--- src/include/ps2_kbd_config.svh ---
`ifndef PS2_KBD_CONFIG_SVH
`define PS2_KBD_CONFIG_SVH

// scan code buffer entries, keep a power of two
`define PS2_FIFO_DEPTH 8

// flops on the ps2_clk input
`define PS2_SYNC_STAGES 3

// prefix bytes of the set 2 scan codes
`define PS2_EXT_PREFIX 8'hE0
`define PS2_BREAK_PREFIX 8'hF0

`endif

--- src/logic/ps2_kbd_pkg.sv ---
package ps2_kbd_pkg;

  // one byte as it comes off the wire
  typedef logic [7:0] scan_code_t;

  // one hex digit of a display
  typedef logic [3:0] nibble_t;

  // segment lines, bit 6 is a and bit 0 is g
  // active low for common anode parts
  typedef logic [6:0] seg_t;

endpackage

--- src/logic/ps2_frame_rx.sv ---
`timescale 1ns/1ps
`include "ps2_kbd_config.svh"

module ps2_frame_rx (
  input  logic                    clk,
  input  logic                    rst_n,
  input  logic                    ps2_clk,
  input  logic                    ps2_data,
  output ps2_kbd_pkg::scan_code_t code,
  output logic                    code_valid,
  output logic                    frame_error
);
  import ps2_kbd_pkg::*;

  localparam int SYNC_W = `PS2_SYNC_STAGES;

  logic [SYNC_W-1:0] clk_sync;     // oldest sample in the msb
  logic              fall;         // synchronized falling edge
  logic [3:0]        bit_cnt;      // 0 start .. 10 stop
  logic [9:0]        shift_q;      // start, data, parity
  scan_code_t        frame_byte;
  logic              frame_ok;

  // line idles high, so reset the chain to ones
  always_ff @(posedge clk or negedge rst_n) begin
    if (!rst_n) begin
      clk_sync <= '1;
    end else begin
      clk_sync <= {clk_sync[SYNC_W-2:0], ps2_clk};
    end
  end

  assign fall = clk_sync[SYNC_W-1] & ~clk_sync[SYNC_W-2];

  // bits arrive lsb first, shift in from the top
  always_ff @(posedge clk) begin
    if (fall && bit_cnt != 4'd10) begin
      shift_q <= {ps2_data, shift_q[9:1]};
    end
  end

  assign frame_byte = shift_q[8:1];

  // start low, stop high (still on the line), odd parity over data and parity
  assign frame_ok = ~shift_q[0] & ps2_data & (^shift_q[9:1]);

  always_ff @(posedge clk or negedge rst_n) begin
    if (!rst_n) begin
      bit_cnt     <= '0;
      code_valid  <= 1'b0;
      frame_error <= 1'b0;
    end else begin
      code_valid <= 1'b0;                // single cycle strobe
      if (fall) begin
        if (bit_cnt == 4'd10) begin
          bit_cnt <= '0;                 // ready for next frame
          if (frame_ok) begin
            code_valid <= 1'b1;
          end else begin
            frame_error <= 1'b1;         // sticky
          end
        end else begin
          bit_cnt <= bit_cnt + 4'd1;
        end
      end
    end
  end

  // byte held until the next good frame
  always_ff @(posedge clk) begin
    if (fall && bit_cnt == 4'd10 && frame_ok) begin
      code <= frame_byte;
    end
  end

endmodule

--- src/logic/sync_fifo.sv ---
`timescale 1ns/1ps
`include "ps2_kbd_config.svh"

module sync_fifo #(
  parameter type payload_t = ps2_kbd_pkg::scan_code_t
) (
  input  logic     clk,
  input  logic     rst_n,
  input  logic     wr,
  input  payload_t wr_data,
  input  logic     rd,
  output payload_t data,
  output logic     ready,
  output logic     overflow
);

  localparam int DEPTH  = `PS2_FIFO_DEPTH;
  localparam int ADDR_W = $clog2(DEPTH);

  payload_t          mem [DEPTH];
  logic [ADDR_W:0]   wr_ptr;       // extra msb tells full from empty
  logic [ADDR_W:0]   rd_ptr;
  logic              empty;
  logic              full;
  logic              do_wr;
  logic              do_rd;

  assign empty = (wr_ptr == rd_ptr);
  assign full  = (wr_ptr[ADDR_W] != rd_ptr[ADDR_W]) &&
                 (wr_ptr[ADDR_W-1:0] == rd_ptr[ADDR_W-1:0]);

  assign do_wr = wr & ~full;       // full means the byte is lost
  assign do_rd = rd & ~empty;

  always_ff @(posedge clk) begin
    if (do_wr) begin
      mem[wr_ptr[ADDR_W-1:0]] <= wr_data;
    end
  end

  always_ff @(posedge clk or negedge rst_n) begin
    if (!rst_n) begin
      wr_ptr   <= '0;
      rd_ptr   <= '0;
      overflow <= 1'b0;
    end else begin
      if (do_wr) begin
        wr_ptr <= wr_ptr + 1'b1;
      end
      if (do_rd) begin
        rd_ptr <= rd_ptr + 1'b1;
      end
      if (wr && full) begin
        overflow <= 1'b1;          // stays until reset
      end
    end
  end

  // head entry always on the output
  assign data  = mem[rd_ptr[ADDR_W-1:0]];
  assign ready = ~empty;

endmodule

--- src/logic/key_event_tracker.sv ---
`timescale 1ns/1ps
`include "ps2_kbd_config.svh"

module key_event_tracker (
  input  logic                    clk,
  input  logic                    rst_n,
  input  logic                    hold,
  input  logic                    ready,
  input  ps2_kbd_pkg::scan_code_t data,
  output logic                    rd,
  output ps2_kbd_pkg::scan_code_t key_code,
  output logic                    extended,
  output logic                    key_down,
  output logic [7:0]              press_count,
  output logic                    key_valid
);
  import ps2_kbd_pkg::*;

  localparam scan_code_t EXT_CODE = `PS2_EXT_PREFIX;
  localparam scan_code_t BRK_CODE = `PS2_BREAK_PREFIX;

  logic ext_pend;                  // E0 seen, key byte not yet
  logic brk_pend;                  // F0 seen, key byte not yet
  logic is_ext;
  logic is_brk;
  logic is_key;

  // pop whenever something is waiting and the display is live
  assign rd = ready & ~hold;

  assign is_ext = (data == EXT_CODE);
  assign is_brk = (data == BRK_CODE);
  assign is_key = ~is_ext & ~is_brk;

  always_ff @(posedge clk or negedge rst_n) begin
    if (!rst_n) begin
      ext_pend <= 1'b0;
      brk_pend <= 1'b0;
    end else if (rd) begin
      if (is_key) begin
        ext_pend <= 1'b0;          // event done, forget prefixes
        brk_pend <= 1'b0;
      end else begin
        if (is_ext) begin
          ext_pend <= 1'b1;
        end
        if (is_brk) begin
          brk_pend <= 1'b1;
        end
      end
    end
  end

  // outputs move only on the final byte of a sequence
  always_ff @(posedge clk or negedge rst_n) begin
    if (!rst_n) begin
      key_code    <= '0;
      extended    <= 1'b0;
      key_down    <= 1'b0;
      press_count <= '0;
      key_valid   <= 1'b0;
    end else begin
      key_valid <= 1'b0;
      if (rd && is_key) begin
        key_code  <= data;
        extended  <= ext_pend;
        key_down  <= ~brk_pend;
        key_valid <= 1'b1;
        if (!brk_pend) begin
          press_count <= press_count + 8'd1;   // wraps at 256, repeats count too
        end
      end
    end
  end

endmodule

--- src/logic/hex_seg_decoder.sv ---
`timescale 1ns/1ps

module hex_seg_decoder (
  input  ps2_kbd_pkg::nibble_t digit,
  output ps2_kbd_pkg::seg_t    seg
);
  import ps2_kbd_pkg::*;

  seg_t seg_on;                    // active high, a in bit 6

  always_comb begin
    case (digit)
      4'h0:    seg_on = 7'b1111110;
      4'h1:    seg_on = 7'b0110000;
      4'h2:    seg_on = 7'b1101101;
      4'h3:    seg_on = 7'b1111001;
      4'h4:    seg_on = 7'b0110011;
      4'h5:    seg_on = 7'b1011011;
      4'h6:    seg_on = 7'b1011111;
      4'h7:    seg_on = 7'b1110000;
      4'h8:    seg_on = 7'b1111111;
      4'h9:    seg_on = 7'b1111011;
      4'hA:    seg_on = 7'b1110111;
      4'hB:    seg_on = 7'b0011111;   // lower case b
      4'hC:    seg_on = 7'b1001110;
      4'hD:    seg_on = 7'b0111101;   // lower case d
      4'hE:    seg_on = 7'b1001111;
      default: seg_on = 7'b1000111;   // F
    endcase
  end

  // common anode board, segment lit when low
  assign seg = ~seg_on;

endmodule

--- src/logic/ps2_kbd_top.sv ---
`timescale 1ns/1ps

module ps2_kbd_top (
  input  logic               clk,
  input  logic               rst_n,
  input  logic               ps2_clk,
  input  logic               ps2_data,
  input  logic               hold,
  output ps2_kbd_pkg::seg_t  hex0,
  output ps2_kbd_pkg::seg_t  hex1,
  output ps2_kbd_pkg::seg_t  hex2,
  output ps2_kbd_pkg::seg_t  hex3,
  output logic               key_down,
  output logic               extended,
  output logic               key_valid,
  output logic               overflow,
  output logic               frame_error
);
  import ps2_kbd_pkg::*;

  scan_code_t rx_code;
  logic       rx_valid;
  scan_code_t fifo_data;
  logic       fifo_ready;
  logic       fifo_rd;
  scan_code_t key_code;
  logic [7:0] press_count;
  nibble_t    code_lo;
  nibble_t    code_hi;
  nibble_t    cnt_lo;
  nibble_t    cnt_hi;

  ps2_frame_rx u_rx (
    .clk         (clk),
    .rst_n       (rst_n),
    .ps2_clk     (ps2_clk),
    .ps2_data    (ps2_data),
    .code        (rx_code),
    .code_valid  (rx_valid),
    .frame_error (frame_error)
  );

  sync_fifo #(
    .payload_t (scan_code_t)
  ) u_fifo (
    .clk      (clk),
    .rst_n    (rst_n),
    .wr       (rx_valid),
    .wr_data  (rx_code),
    .rd       (fifo_rd),
    .data     (fifo_data),
    .ready    (fifo_ready),
    .overflow (overflow)
  );

  key_event_tracker u_tracker (
    .clk         (clk),
    .rst_n       (rst_n),
    .hold        (hold),
    .ready       (fifo_ready),
    .data        (fifo_data),
    .rd          (fifo_rd),
    .key_code    (key_code),
    .extended    (extended),
    .key_down    (key_down),
    .press_count (press_count),
    .key_valid   (key_valid)
  );

  // hex1:hex0 key code, hex3:hex2 press count
  assign code_lo = key_code[3:0];
  assign code_hi = key_code[7:4];
  assign cnt_lo  = press_count[3:0];
  assign cnt_hi  = press_count[7:4];

  hex_seg_decoder u_hex0 (.digit(code_lo), .seg(hex0));
  hex_seg_decoder u_hex1 (.digit(code_hi), .seg(hex1));
  hex_seg_decoder u_hex2 (.digit(cnt_lo),  .seg(hex2));
  hex_seg_decoder u_hex3 (.digit(cnt_hi),  .seg(hex3));

endmodule

--- config.mk ---
export PLATFORM = sky130hd
export DESIGN_NAME = ps2_kbd_top
export DESIGN_NICKNAME = d
export VERILOG_FILES = /design/src/logic/ps2_kbd_pkg.sv /design/src/logic/ps2_frame_rx.sv /design/src/logic/sync_fifo.sv /design/src/logic/key_event_tracker.sv /design/src/logic/hex_seg_decoder.sv /design/src/logic/ps2_kbd_top.sv
export VERILOG_INCLUDE_DIRS = /design/src /design/src/include
export SDC_FILE = /design/constraint.sdc
export NUM_CORES = 1
export LEC_CHECK = 0
export BUFFER_PORTS_ARGS = -buffer_cell sky130_fd_sc_hd__buf_2
export CAP_MARGIN = 20
export CORE_UTILIZATION = 55
export DETAILED_ROUTE_END_ITERATION = 12
export PLACE_DENSITY = 0.76
export SLEW_MARGIN = 20
export SYNTH_ARGS = -nofsm -noshare
export SYNTH_HDL_FRONTEND = slang
export SYNTH_HIERARCHICAL = 1
export SYNTH_SLANG_ARGS = --single-unit
--- constraint.sdc ---
create_clock -name clk -period 2.6 [get_ports clk]
set_clock_uncertainty 0.15 [all_clocks]
set_input_delay 0.26 -clock clk [delete_from_list [all_inputs] [get_ports clk]]
set_output_delay 0.26 -clock clk [all_outputs]
set_load 0.02 [all_outputs]
* Word-level counts from Yosys, hierarchy flattened
Memory sizes are Yosys's and may differ from the RTL's.
Index checks and enable logic that the tools add are counted.
** Word-level totals
- Output and inout port bits :: 33
- Word-level logic and storage cells :: 76
- Register bits :: 57
- Memory bits (writable) :: 64
- Memory bits (read-only) :: 448
- Memories kept :: 5
** Memories
- (name not given) :: depth 16, width 7, read ports 1, clocked after memory_dff 0, write ports 0, line hex_seg_decoder.sv:12 : case (digit)
- (name not given) :: depth 16, width 7, read ports 1, clocked after memory_dff 0, write ports 0, line hex_seg_decoder.sv:12
- (name not given) :: depth 16, width 7, read ports 1, clocked after memory_dff 0, write ports 0, line hex_seg_decoder.sv:12
- (name not given) :: depth 16, width 7, read ports 1, clocked after memory_dff 0, write ports 0, line hex_seg_decoder.sv:12
- u_fifo.mem :: depth 8, width 8, read ports 1, clocked after memory_dff 0, write ports 1, line sync_fifo.sv:20 : payload_t mem [DEPTH];
** Operators by class
- Reductions and logical operators :: 13
- Muxes and demuxes :: 11
- Eq/ne operators :: 7
- Bitwise logic cells :: 20
- $add $sub $neg :: 4
** Operators with widths (count)
- $not A7 Y7 :: 4
- $eq A8 B8 Y1 const B :: 2
- $add A4 B1 Y4 const B :: 3
- $mux W1 :: 10
- $not A1 Y1 :: 9
- $reduce_xor A9 Y1 :: 1
- $add A8 B1 Y8 const B :: 1
- $and A1 B1 Y1 :: 7
- $logic_and A1 B1 Y1 :: 6
- $reduce_and A2 Y1 :: 3
- $eq A4 B4 Y1 :: 1
- $eq A4 B4 Y1 const B :: 1
- $mux W4 :: 1
- $ne A4 B4 Y1 const B :: 1
- $reduce_bool A2 Y1 :: 2
- $eq A3 B3 Y1 :: 1
- $reduce_and A3 Y1 :: 1
- $ne A1 B1 Y1 :: 1

* Logic depth before layout (Yosys ltp)
Gate-level depths: netlist (run 1).
- Depth after elaboration :: 6
- Gate-level depth with buffers :: 9
- Gate-level depth less buffers :: 7

* By module
The synthesis (run 1) kept the hierarchy.
** Modules (own cells, without submodules)
- sync_fifo :: times used 1, cells an instance 154, sequential area each 2147.1 um^2, area an instance 3041.7 um^2
- ps2_frame_rx :: times used 1, cells an instance 62, sequential area each 769.5 um^2, area an instance 1028.5 um^2
- hex_seg_decoder :: times used 4, cells an instance 31, sequential area each 0.0 um^2, area an instance 251.5 um^2
- key_event_tracker :: times used 1, cells an instance 68, sequential area each 525.5 um^2, area an instance 963.4 um^2

* Least setup slack after synthesis (run 1)
Ideal clock, no wire load.
- Kind :: register -> register
- From :: reg u_fifo.rd_ptr[0]
- To :: reg u_tracker.extended
- Setup slack :: -0.206 ns
- Library setup time :: 0.125 ns
- Arrival :: 2.531 ns
- Stages on the path, launching flop included :: 10
- Path buffers :: 4
- Period minus slack after synthesis :: 2.806 ns
- Data required time :: 2.325 ns
- Cells stage by stage :: dfrtp_1 -> buf_6 -> buf_6 -> mux4_2 -> mux2_2 -> and4b_1 -> buf_2 -> a21oi_2 -> buf_6 -> mux2_4
** Between the ends
- Longest elaborated chain between the ends :: 5
- Elaborated cells between the ends (all ways) :: 10
- Those cells by class :: 3 x eq/ne; 5 x bitwise; 1 x reduce/logical; 1 x memory
** Ends and longest elaborated chain
- start, declared :: line sync_fifo.sv:22 : logic [ADDR_W:0] rd_ptr;
- start signal, assigned :: line sync_fifo.sv:51 : rd_ptr <= rd_ptr + 1'b1;
- $mem_v2 Z8 W8 (*)
- net fifo_data[6] :: line ps2_kbd_top.sv:23 : scan_code_t fifo_data;
- $eq A8 B8 Y1 (on tied branches) :: line key_event_tracker.sv:31, key_event_tracker.sv:32
- $not A1 Y1 :: line key_event_tracker.sv:33 : assign is_key = ~is_ext & ~is_brk;
- $and A1 B1 Y1 (*) :: line key_event_tracker.sv:33
- $logic_and A1 B1 Y1 (*) :: line key_event_tracker.sv:64 : if (rd && is_key) begin
- end signal, assigned :: line key_event_tracker.sv:66 : extended <= ext_pend;
- end, declared :: line key_event_tracker.sv:12 : output logic extended,
The timed path passes the listed nets; every way through them passes the cells marked *.
A chain may end at the register's enable or synchronous reset.

* Worst setup path after layout (run 1)
- From :: reg u_fifo.rd_ptr[0]
- To :: reg u_tracker.key_code[1]
** Between the ends
- Longest elaborated chain between the ends :: 5
- Elaborated cells between the ends (all ways) :: 10
- Those cells by class :: 3 x eq/ne; 5 x bitwise; 1 x reduce/logical; 1 x memory
** Ends and longest elaborated chain
- $mem_v2 Z8 W8 (*)
- net fifo_data[7] :: line ps2_kbd_top.sv:23
- $eq A8 B8 Y1 (on tied branches) :: line key_event_tracker.sv:31, key_event_tracker.sv:32
- $not A1 Y1 :: line key_event_tracker.sv:33
- $and A1 B1 Y1 (*) :: line key_event_tracker.sv:33
- $logic_and A1 B1 Y1 (*) :: line key_event_tracker.sv:64
- end signal, assigned :: line key_event_tracker.sv:65 : key_code <= data;
- end, declared :: line key_event_tracker.sv:11 : output ps2_kbd_pkg::scan_code_t key_code,
Marks and branches as above.

==> flow_summary.toml, run 1 <==
[grt]
grt_util_met2 = 0.383
grt_max_degree = 40
grt_use_met3 = 0.0486
met1_usage = 0.264
overflow = 0
grt_usage = 0.217
grt_pass1_vias = 3725
antenna_found_initial = 0
grt.busiest_layer = "met2"
grt_pass1_wl_um = 18600

[pwr]
seqPwrFrac = 0.373
p_sw_mw = 2.04
p_per_area_nw_per_um2 = 892
p_comb_frac = 0.272
pwr-share-clk = 0.355
swShare = 0.312
p_leak_nw = 2.91
p_int_mw = 4.50
ir_drop_mv = 0.571
finalPower_mw = 6.54

[layout]
final_net_count = 520
n_antenna_cell = 0
layout.cells.non_filler = 637
final_layout_size_suffix_gt1_frac = 0.347
final_area_um2 = 7330
utilization = 0.701
area_growth_syn_to_layout_pct = 21.4
fillCellCount = 691

[sta]
setup_violations = 0
hold-worst-slack_ns = 0.177
layout_setup_ws_ns = 0.0138
post-route-period-util = 0.995
relSlewSlack = 0.398
fmax_ghz = 0.387
rsz0062_at_grt = "true"
slew_viol_final = 0
hold_violations = 0
worst_pin_slew_ns = 0.904
finalCriticalPeriod_ns = 2.59
tns_ns = 0

[detailed_routing]
via_count = 3692
vias_per_cell = 5.80
drtIter0Drc = 310
wl_per_cell_um = 18.5
wirelength_um = 11800
firstDrtPassIters = 4
post-route-drc-count = 0
ant_nets = 0

[floorplan]
rows = 37
fp.coreArea_um2 = 10500
dieArea_um2 = 11400
start_util = 0.577
boundaryPins = 38
die_w_um = 107
fp.dieH_um = 107

[worst_hold_path]
holdPathStages = 5
worst_hold_path.endpoint = "u_tracker/ext_pend$_DFFE_PN0P_"
hp-start = "hold"
min_path_type = "input pin to register"

[synthesis]
syn-instance-count = 408
synth.area.top_cells = "edfxtp_1 41%, dfrtp_1 15%, mux4_2 6.3%"
yosysUniqueCellTypes = 58
yosysWarnings = 6
syn_avg_cell_area_um2 = 14.8
synthFlopType = "edfxtp_1"
yosysTopAreaCellShare = 0.408
synth_edf_count = 82
yosys.area.top_type = "edfxtp_1"
ys_ff_latch = 121
syn_nets = 440
synth_area_um2 = 6040
synth.yosys.seq_area_share = 0.570
synth.most_common_cell = "edfxtp_1"
ys_top_cells_by_count = "82 x edfxtp_1, 36 x dfrtp_1, 27 x ha_1"
ys_async_sr_fraction = 0.322

[clock_tree]
numCtsBuffers = 17
cts_tree = "done"
cts-htree-levels = 4
ctsLongestPathBuffers = 2
clockRootBuffer = "clkbuf_8"
clk_pin_slew_ns = 0.06
clk_latency_ns = 0.51
clock_sinks = 121

[critical_path]
slowest_delay_ns = 0.51
worstSetupEndpointType = "register"
reg2reg_from = "u_fifo/rd_ptr[0]$_DFFE_PN0P_"
startpoint_type = "register"
crit_start = "u_fifo/rd_ptr[0]$_DFFE_PN0P_"
cp_data_required_time_ns = 2.84
timing.reg2reg.setup_slack_ns = 0.01
crit_slowest_cell = "mux4_2"
arrival_ns = 2.83
critPathKind = "register to register"
r2r_cells = 7
rr_endpoint = "u_tracker/key_code[1]$_DFFE_PN0P_"
cp_cell_sequence = "buf_6 -> mux4_2 -> mux2_4 -> and4b_2 -> a21oi_4 -> buf_6 -> mux2_4"
crit_fanout = 6

[placement]
io_buffers = 37
hpwl_um = 7650
dp_cells = 595
routabilityCongestion = 0.811
dp_slack_ns = -0.0415
postPlaceCellArea_um2 = 6540

[status]
status = "completed"

[job]
max-cap-violations = 0
[power groups by stage]
stage          registers, mW  clock network [mW]  logic [mW]
2_1_floorplan           2.37                   0        1.32
3_3_place_gp            2.45                   0        1.62
3_5_place_dp            2.47                   0        1.68
4_1_cts                 2.43                2.35        1.72
5_1_grt                 2.47                2.43        1.94
6_report                2.44                2.32        1.78
[per-layer routing]
layer  vias up  part of all wire
met1      1893              0.42
met3        14             0.036
met5         -                 0
met2        86              0.54
li1       1699                 -
met4         0             0.011
[critical path, delay by kind of cell (launching register included)]
family | cells | cell delay (ns)
AOI/OAI and AO/OA | 1 | 0.19
buffers and inverters | 2 | 0.33
and+or+nand+nor | 1 | 0.30
DFF | 1 | 0.40
muxes | 3 | 1.10
[state kept, by name, indices dropped and copies added (netlist names)]
register,flops
u_fifo/mem,64
u_rx/shift_q,10
u_rx/code,8
u_tracker/key_code,8
u_tracker/press_count,8
u_fifo/rd_ptr,4
u_fifo/wr_ptr,4
u_rx/bit_cnt,4
u_rx/clk_sync,3
u_fifo/overflow,1
u_rx/code_valid,1
u_rx/frame_error,1
u_tracker/brk_pend,1
u_tracker/ext_pend,1
u_tracker/extended,1
u_tracker/key_down,1
u_tracker/key_valid,1
[timing repair]
action	CTS	global route
endpoints found under the hold margin	39	0
pin swaps	1	5
setup buffers	0	8
hold buffers	3	0
gates resized for setup	9	19
endpoints found under the setup margin	12	18
[how the worst max path moves through the flow]
stage / to / slack (ns) / cells after the start
3_3_place_gp: u_tracker/key_code[3]$_DFFE_PN0P_ / 0.01 / 7
3_5_place_dp: u_tracker/key_code[3]$_DFFE_PN0P_ / -0.04 / 7
2_1_floorplan: u_tracker/extended$_DFFE_PN0P_ / -0.12 / 9
5_1_grt: u_tracker/press_count[2]$_DFFE_PN0P_ / -0.07 / 7
4_1_cts: u_tracker/press_count[1]$_DFFE_PN0P_ / -0.006 / 6
6_report: u_tracker/key_code[1]$_DFFE_PN0P_ / 0.01 / 7
[cells in the final DEF, fill, tap and decap left out, types with 6 or more instances in the layout]
cell type,n
nor2_1,20
edfxtp_1,82
xnor2_1,11
inv_1,17
xor2_1,11
nand2b_1,11
mux2i_1,9
buf_2,37
clkbuf_16,16
nor2_2,6
dfrtp_1,33
ha_1,27
mux2_4,15
mux4_2,18
nor2b_1,12
buf_4,34
nand2_1,21
a22o_1,8
[area by class of cell]
type,count,area [um^2],area share
Clock inverter,15,176,0.0241
Timing Repair Buffer,81,567,0.0773
Clock buffer,17,414,0.0565
Inverter,18,67.6,0.00922
Tap cell,136,170,0.0232
Multi-Input combinational cell,249,2490,0.340
Sequential cell,121,3450,0.470
[cells by family after synthesis]
logic type	count (synthesis)	share of synthesized area
flops	121	0.570
mux	49	0.132
buf+inv	38	0.0375
fa+ha+maj	27	0.0559
xor+xnor	25	0.0423
compound gates	52	0.0740
simple gates	96	0.0880
No activity file was read; power rests on OpenSTA's default activity.
==> inputs of run 2 (changes only) <==
ABC_AREA = 1   (was default)
==> run 2 against run 1 <==
Register-to-register slack better by 0.22 ns; largest cell class unchanged; synthesized cell count increased by 69%; largest power group unchanged; wire length rose by 4.7%; first-iteration DRC count increased by 68%.
==> flow_summary.toml, run 2 <==
[detailed_routing]
post-route-drc-count = 0
met1_length_um = 5200
ant_nets = 0
wl_met2_um = 6260
wl_per_cell_um = 13.8
via_count = 4798
firstDrtPassIters = 5
drtIter0Drc = 521
wl_met3_um = 650
vias_per_cell = 5.36
wirelength_um = 12300
routed.top_layer = "met4"

[sta]
layout_setup_ws_ns = 0.232
fmax_ghz = 0.422
setup_violations = 0
tns_ns = 0
hold_violations = 0
post-route-period-util = 0.911
relSlewSlack = 0.423
worst_pin_slew_ns = 0.865
finalCriticalPeriod_ns = 2.37
rsz0062_at_grt = "false"
slew_viol_final = 0

[grt]
antenna_found_initial = 0
overflow = 0
grt_pass1_vias = 4479
grt_usage = 0.226
grt_pass1_wl_um = 20500
grt_max_degree = 40

[layout]
area_growth_syn_to_layout_pct = 14.1
final_net_count = 774
final_layout_size_suffix_gt1_frac = 0.204
layout.cells.non_filler = 895
largest_reg_flops = 64
n_antenna_cell = 0
utilization = 0.658
layout_commonest_cell = "nand2_1"
layout_common_cells = "202 x nand2_1, 82 x edfxtp_1, 63 x nor2_1"

[synthesis]
yosysTopAreaCellShare = 0.387
synthAdderAreaFrac = 0.0531
syn_nets = 723
synth.area.top_cells = "edfxtp_1 39%, dfrtp_1 14%, nand2_1 12%"
yosysWarnings = 6
yosys.area_share.simple = 0.256
ys_async_sr_fraction = 0.322
ys_top_cells_by_count = "202 x nand2_1, 82 x edfxtp_1, 63 x nor2_1"
synth_edf_count = 82
synth.yosys.seq_area_share = 0.541
synth-compound-area-share = 0.0651
synth_top_family_by_area = "simple AND/OR/NAND/NOR gates"
yosys.area.top_type = "edfxtp_1"
synthFlopType = "edfxtp_1"
yosysUniqueCellTypes = 38
synth.area.mux_share = 0
syn-instance-count = 691
synth_area_um2 = 6360
synth.most_common_cell = "nand2_1"
ys_ff_latch = 121
synth_xor_area_frac = 0.00964
syn_avg_cell_area_um2 = 9.21

[clock_tree]
cts_setup_buffers = 0
clockRootBuffer = "clkbuf_16"
numCtsBuffers = 17
cts_tree = "done"
ctsLongestPathBuffers = 2
clock_sinks = 121
clk_pin_slew_ns = 0.06
clk_latency_ns = 0.42
cts-htree-levels = 4

[critical_path]
arrival_ns = 2.55
crit_slowest_cell = "dfrtp_1"
worstSetupEndpointType = "register"
cp_data_required_time_ns = 2.78
crit_top_cell = "nand2_1"
slowest_delay_ns = 0.40
critPathKind = "register to register"
crit_fanout = 36
startpoint_type = "register"
reg2reg_from = "u_fifo/rd_ptr[0]$_DFFE_PN0P_"
cp_cell_sequence = "buf_6 -> o21ai_0 -> o22ai_1 -> nand2_1 -> nand2_1 -> nand2_1 -> nor2_1 -> o21ai_4 -> nand2_4 -> inv_2 -> nor2_1"
crit_start = "u_fifo/rd_ptr[0]$_DFFE_PN0P_"

[placement]
io_buffers = 37
dp_slack_ns = 0.215
hpwl_um = 8330
dp_cells = 860
routabilityCongestion = 0.822

[pwr]
p_leak_nw = 3.27
finalPower_mw = 5.83
p_per_area_nw_per_um2 = 803
ir_drop_mv = 0.576

[floorplan]
fp.coreArea_um2 = 11000
die_w_um = 110
rows = 38
start_util = 0.577
fp.dieH_um = 110
boundaryPins = 38
dieArea_um2 = 12000

[status]
status = "completed"

[worst_hold_path]
min_path_type = "input pin to register"
hp-start = "hold"

[job]
max-cap-violations = 0
run 2: cell count changes after synthesis, moves of 16 or more:
| cell | delta |
|---|---|
| o21ai_0 | +27 |
| nand2_2 | +26 |
| nand2_1 | +181 |
| inv_1 | +35 |
| mux4_2 | -17 |
| nand3_1 | +49 |
| o22ai_1 | +16 |
| nor2_1 | +41 |
run 2: routing by layer:
layer | vias up | global-route usage
met5 | - | 0
met4 | 0 | 0.0733
met3 | 25 | 0.0616
met2 | 154 | 0.390
met1 | 2255 | 0.274
li1 | 2364 | -
run 2: final timing paths:
| path | slack (ns) | endpoint | depth (start not counted) |
|---|---|---|---|
| worst max-delay path | 0.23 | u_tracker/brk_pend$_DFFE_PN0P_ | 11 |
| worst min-delay path | 0.07 | u_tracker/press_count[2]$_DFFE_PN0P_ | 4 |
| worst max register to register | 0.23 | u_tracker/brk_pend$_DFFE_PN0P_ | 11 |
| worst min register to register | 0.21 | u_rx/clk_sync[1]$_DFF_PN1_ | 0 |
| max in group asynchronous | 1.34 | u_fifo/rd_ptr[1]$_DFFE_PN0P_ | 2 |
| min in group asynchronous | 0.36 | u_rx/bit_cnt[2]$_DFFE_PN0P_ | 2 |
run 2: final cells by class:
| type | instances | area [um^2] |
|---|---|---|
| timing repair buffer | 55 | 332 |
| clock buffer | 17 | 425 |
| tap | 140 | 175 |
| fill | 831 | 3770 |
| inverter | 73 | 299 |
| multi-input combinational | 474 | 2440 |
| sequential | 121 | 3440 |
| clock inverter | 15 | 146 |
run 2: cell families (layout without fill, tap and decap cells):
group,Yosys count,after routing
fa+ha+maj,27,27
compound gates,71,71
buf+inv,96,160
flops,121,121
xor+xnor,7,7
simple gates,369,369
run 2: report_power, final:
part / internal (mW) / total [mW] / switching, mW
logic: 0.445 / 1.28 / 0.835
registers: 2.17 / 2.34 / 0.168
clock network: 1.33 / 2.21 / 0.879
total: 3.94 / 5.83 / 1.88
run 2: critical path: cells and delay by family, from the launching register on:
family	cells	cell delay (ns)
DFF	1	0.40
buffers and inverters	2	0.37
and+or+nand+nor	6	0.86
AOI/OAI and AO/OA	3	0.51
run 2: what timing repair did:
action / in CTS / in global routing
setup endpoints to repair: 0 / 9
hold buffers: 3 / 0
gates resized for setup: 0 / 4
hold endpoints to repair: 38 / 0
run 2: per-stage QoR:
step,hold slack [ns],area [um^2]
after CTS,0.0689,7250
after floorplan,-0.186,6360
final,0.0743,7260
after global routing,0.0775,7260
after detailed placement,0.201,6650
after global placement,0.197,6650
==> inputs of run 3 (changes only) <==
ABC_CLOCK_PERIOD_IN_PS = 2600   (was default)
PLACE_DENSITY = 0.83   (was 0.76)
==> run 3 against run 2 <==
Core utilization up 0.32 points; worst hold slack got worse by 0.022 ns; sequential power is essentially flat; register-to-register slack got worse by 0.04 ns; combinational power barely moved; die area unchanged; count of clock-buffer cells in the layout up 4; clock power increased by 5%; final cell count unchanged; global-route usage is 0.22 points higher; cell area up 0.48%; non-clock buffer count is the same; critical endpoint is now u_tracker/key_code[7]$_DFFE_PN0P_.
==> flow_summary.toml, run 3 (synthesis results as in run 2) <==
[placement]
hpwl_um = 8430
io_buffers = 37
routabilityCongestion = 0.829
dp_slack_ns = 0.120

[layout]
largest_reg_flops = 64
layout_commonest_cell = "nand2_1"
utilization = 0.661
area_growth_syn_to_layout_pct = 14.7
layout_common_cells = "202 x nand2_1, 82 x edfxtp_1, 63 x nor2_1"
final_net_count = 774
final_layout_size_suffix_gt1_frac = 0.203
n_antenna_cell = 0

[sta]
finalCriticalPeriod_ns = 2.41
layout_setup_ws_ns = 0.194
fmax_ghz = 0.416
hold-worst-slack_ns = 0.0524
rsz0062_at_grt = "false"
tns_ns = 0
worst_pin_slew_ns = 0.887
setup_violations = 0
slew_viol_final = 0
relSlewSlack = 0.409
post-route-period-util = 0.926
hold_violations = 0

[floorplan]
die_w_um = 110
start_util = 0.577
fp.dieH_um = 110
dieArea_um2 = 12000
rows = 38
boundaryPins = 38
fp.coreArea_um2 = 11000

[critical_path]
crit_top_cell = "nand2_1"
critPathKind = "register to register"
arrival_ns = 2.54
cp_cell_sequence = "clkinv_2 -> o21ai_0 -> o22ai_1 -> nand2_1 -> nand2_1 -> inv_1 -> nand2_1 -> nor2_4 -> o21ai_4 -> nand2_4 -> inv_2 -> nand2_1 -> nand2_1"
worstSetupEndpointType = "register"
slowest_delay_ns = 0.52
startpoint_type = "register"
crit_buf_inv = 3
cp_top_family = "simple AND/OR/NAND/NOR gates"
crit_slowest_cell = "dfrtp_2"
crit_fanout = 17
cp_data_required_time_ns = 2.74

[detailed_routing]
wirelength_um = 12700
ant_nets = 0
firstDrtPassIters = 5
via_count = 4919
drtIter0Drc = 578
post-route-drc-count = 0
wl_per_cell_um = 14.2
vias_per_cell = 5.50

[job]
max-cap-violations = 0

[clock_tree]
clockRootBuffer = "clkbuf_16"
clk_pin_slew_ns = 0.05
cts-htree-levels = 4
clk_latency_ns = 0.41
numCtsBuffers = 17
ctsLongestPathBuffers = 2
clock_sinks = 121
cts_tree = "done"

[grt]
grt_usage = 0.228
grt_max_degree = 40
overflow = 0
grt_pass1_vias = 4639
grt_pass1_wl_um = 20800
antenna_found_initial = 0

[pwr]
p_leak_nw = 3.29
finalPower_mw = 5.96
ir_drop_mv = 0.581
p_per_area_nw_per_um2 = 817

[status]
status = "completed"

[worst_hold_path]
min_path_type = "input pin to register"
## run 3: routing by layer
layer,part of all wire,global-route usage
met4,0.026,0.115
met3,0.056,0.0492
met2,0.50,0.394
met5,0,0
met1,0.42,0.268
## run 3: layout make-up
class | instances | area [um^2]
clock inverter | 11 | 119
tap | 140 | 175
inverter | 73 | 298
timing repair buffer | 55 | 340
fill | 813 | 3740
multi-input combinational | 474 | 2440
sequential | 121 | 3440
clock buffer | 21 | 480
## run 3: worst paths after layout
kind,end,startpoint,slack (ns),cells past startpoint
max,u_tracker/key_code[7]$_DFFE_PN0P_,u_fifo/rd_ptr[1]$_DFFE_PN0P_,0.19,13
min,u_tracker/press_count[0]$_DFFE_PN0P_,hold,0.05,4
max reg2reg,u_tracker/key_code[7]$_DFFE_PN0P_,u_fifo/rd_ptr[1]$_DFFE_PN0P_,0.19,13
min reg2reg,u_rx/clk_sync[1]$_DFF_PN1_,u_rx/clk_sync[0]$_DFF_PN1_,0.20,0
max in group asynchronous,u_fifo/rd_ptr[1]$_DFFE_PN0P_,rst_n,1.31,2
min in group asynchronous,u_fifo/wr_ptr[0]$_DFFE_PN0P_,rst_n,0.37,2
## run 3: per-stage QoR
stage | instances | cell area (um^2)
final | 895 | 7290
after global routing | 895 | 7290
after CTS | 895 | 7290
after detailed placement | 860 | 6660
after global placement | 860 | 6660
after floorplan | 691 | 6360
## run 3: repair_timing
| action | CTS | global route |
|---|---|---|
| gates resized for setup | 0 | 3 |
| endpoints found under the hold margin | 38 | 0 |
| setup buffers | 0 | 0 |
| endpoints found under the setup margin | 0 | 21 |
| hold buffers | 3 | 0 |
## run 3: tightest hold or removal path, delay by kind of cell
family / cells / cell delay (ns)
and+or+nand+nor: 3 / 0.22
buffers and inverters: 1 / 0.09
## run 3: power breakdown
part	switching, mW	leakage [nW]	internal [mW]
sequential	0.175	1.25	2.17
combinational	0.856	1.75	0.447
clock	0.806	0.291	1.51
total	1.84	3.29	4.13
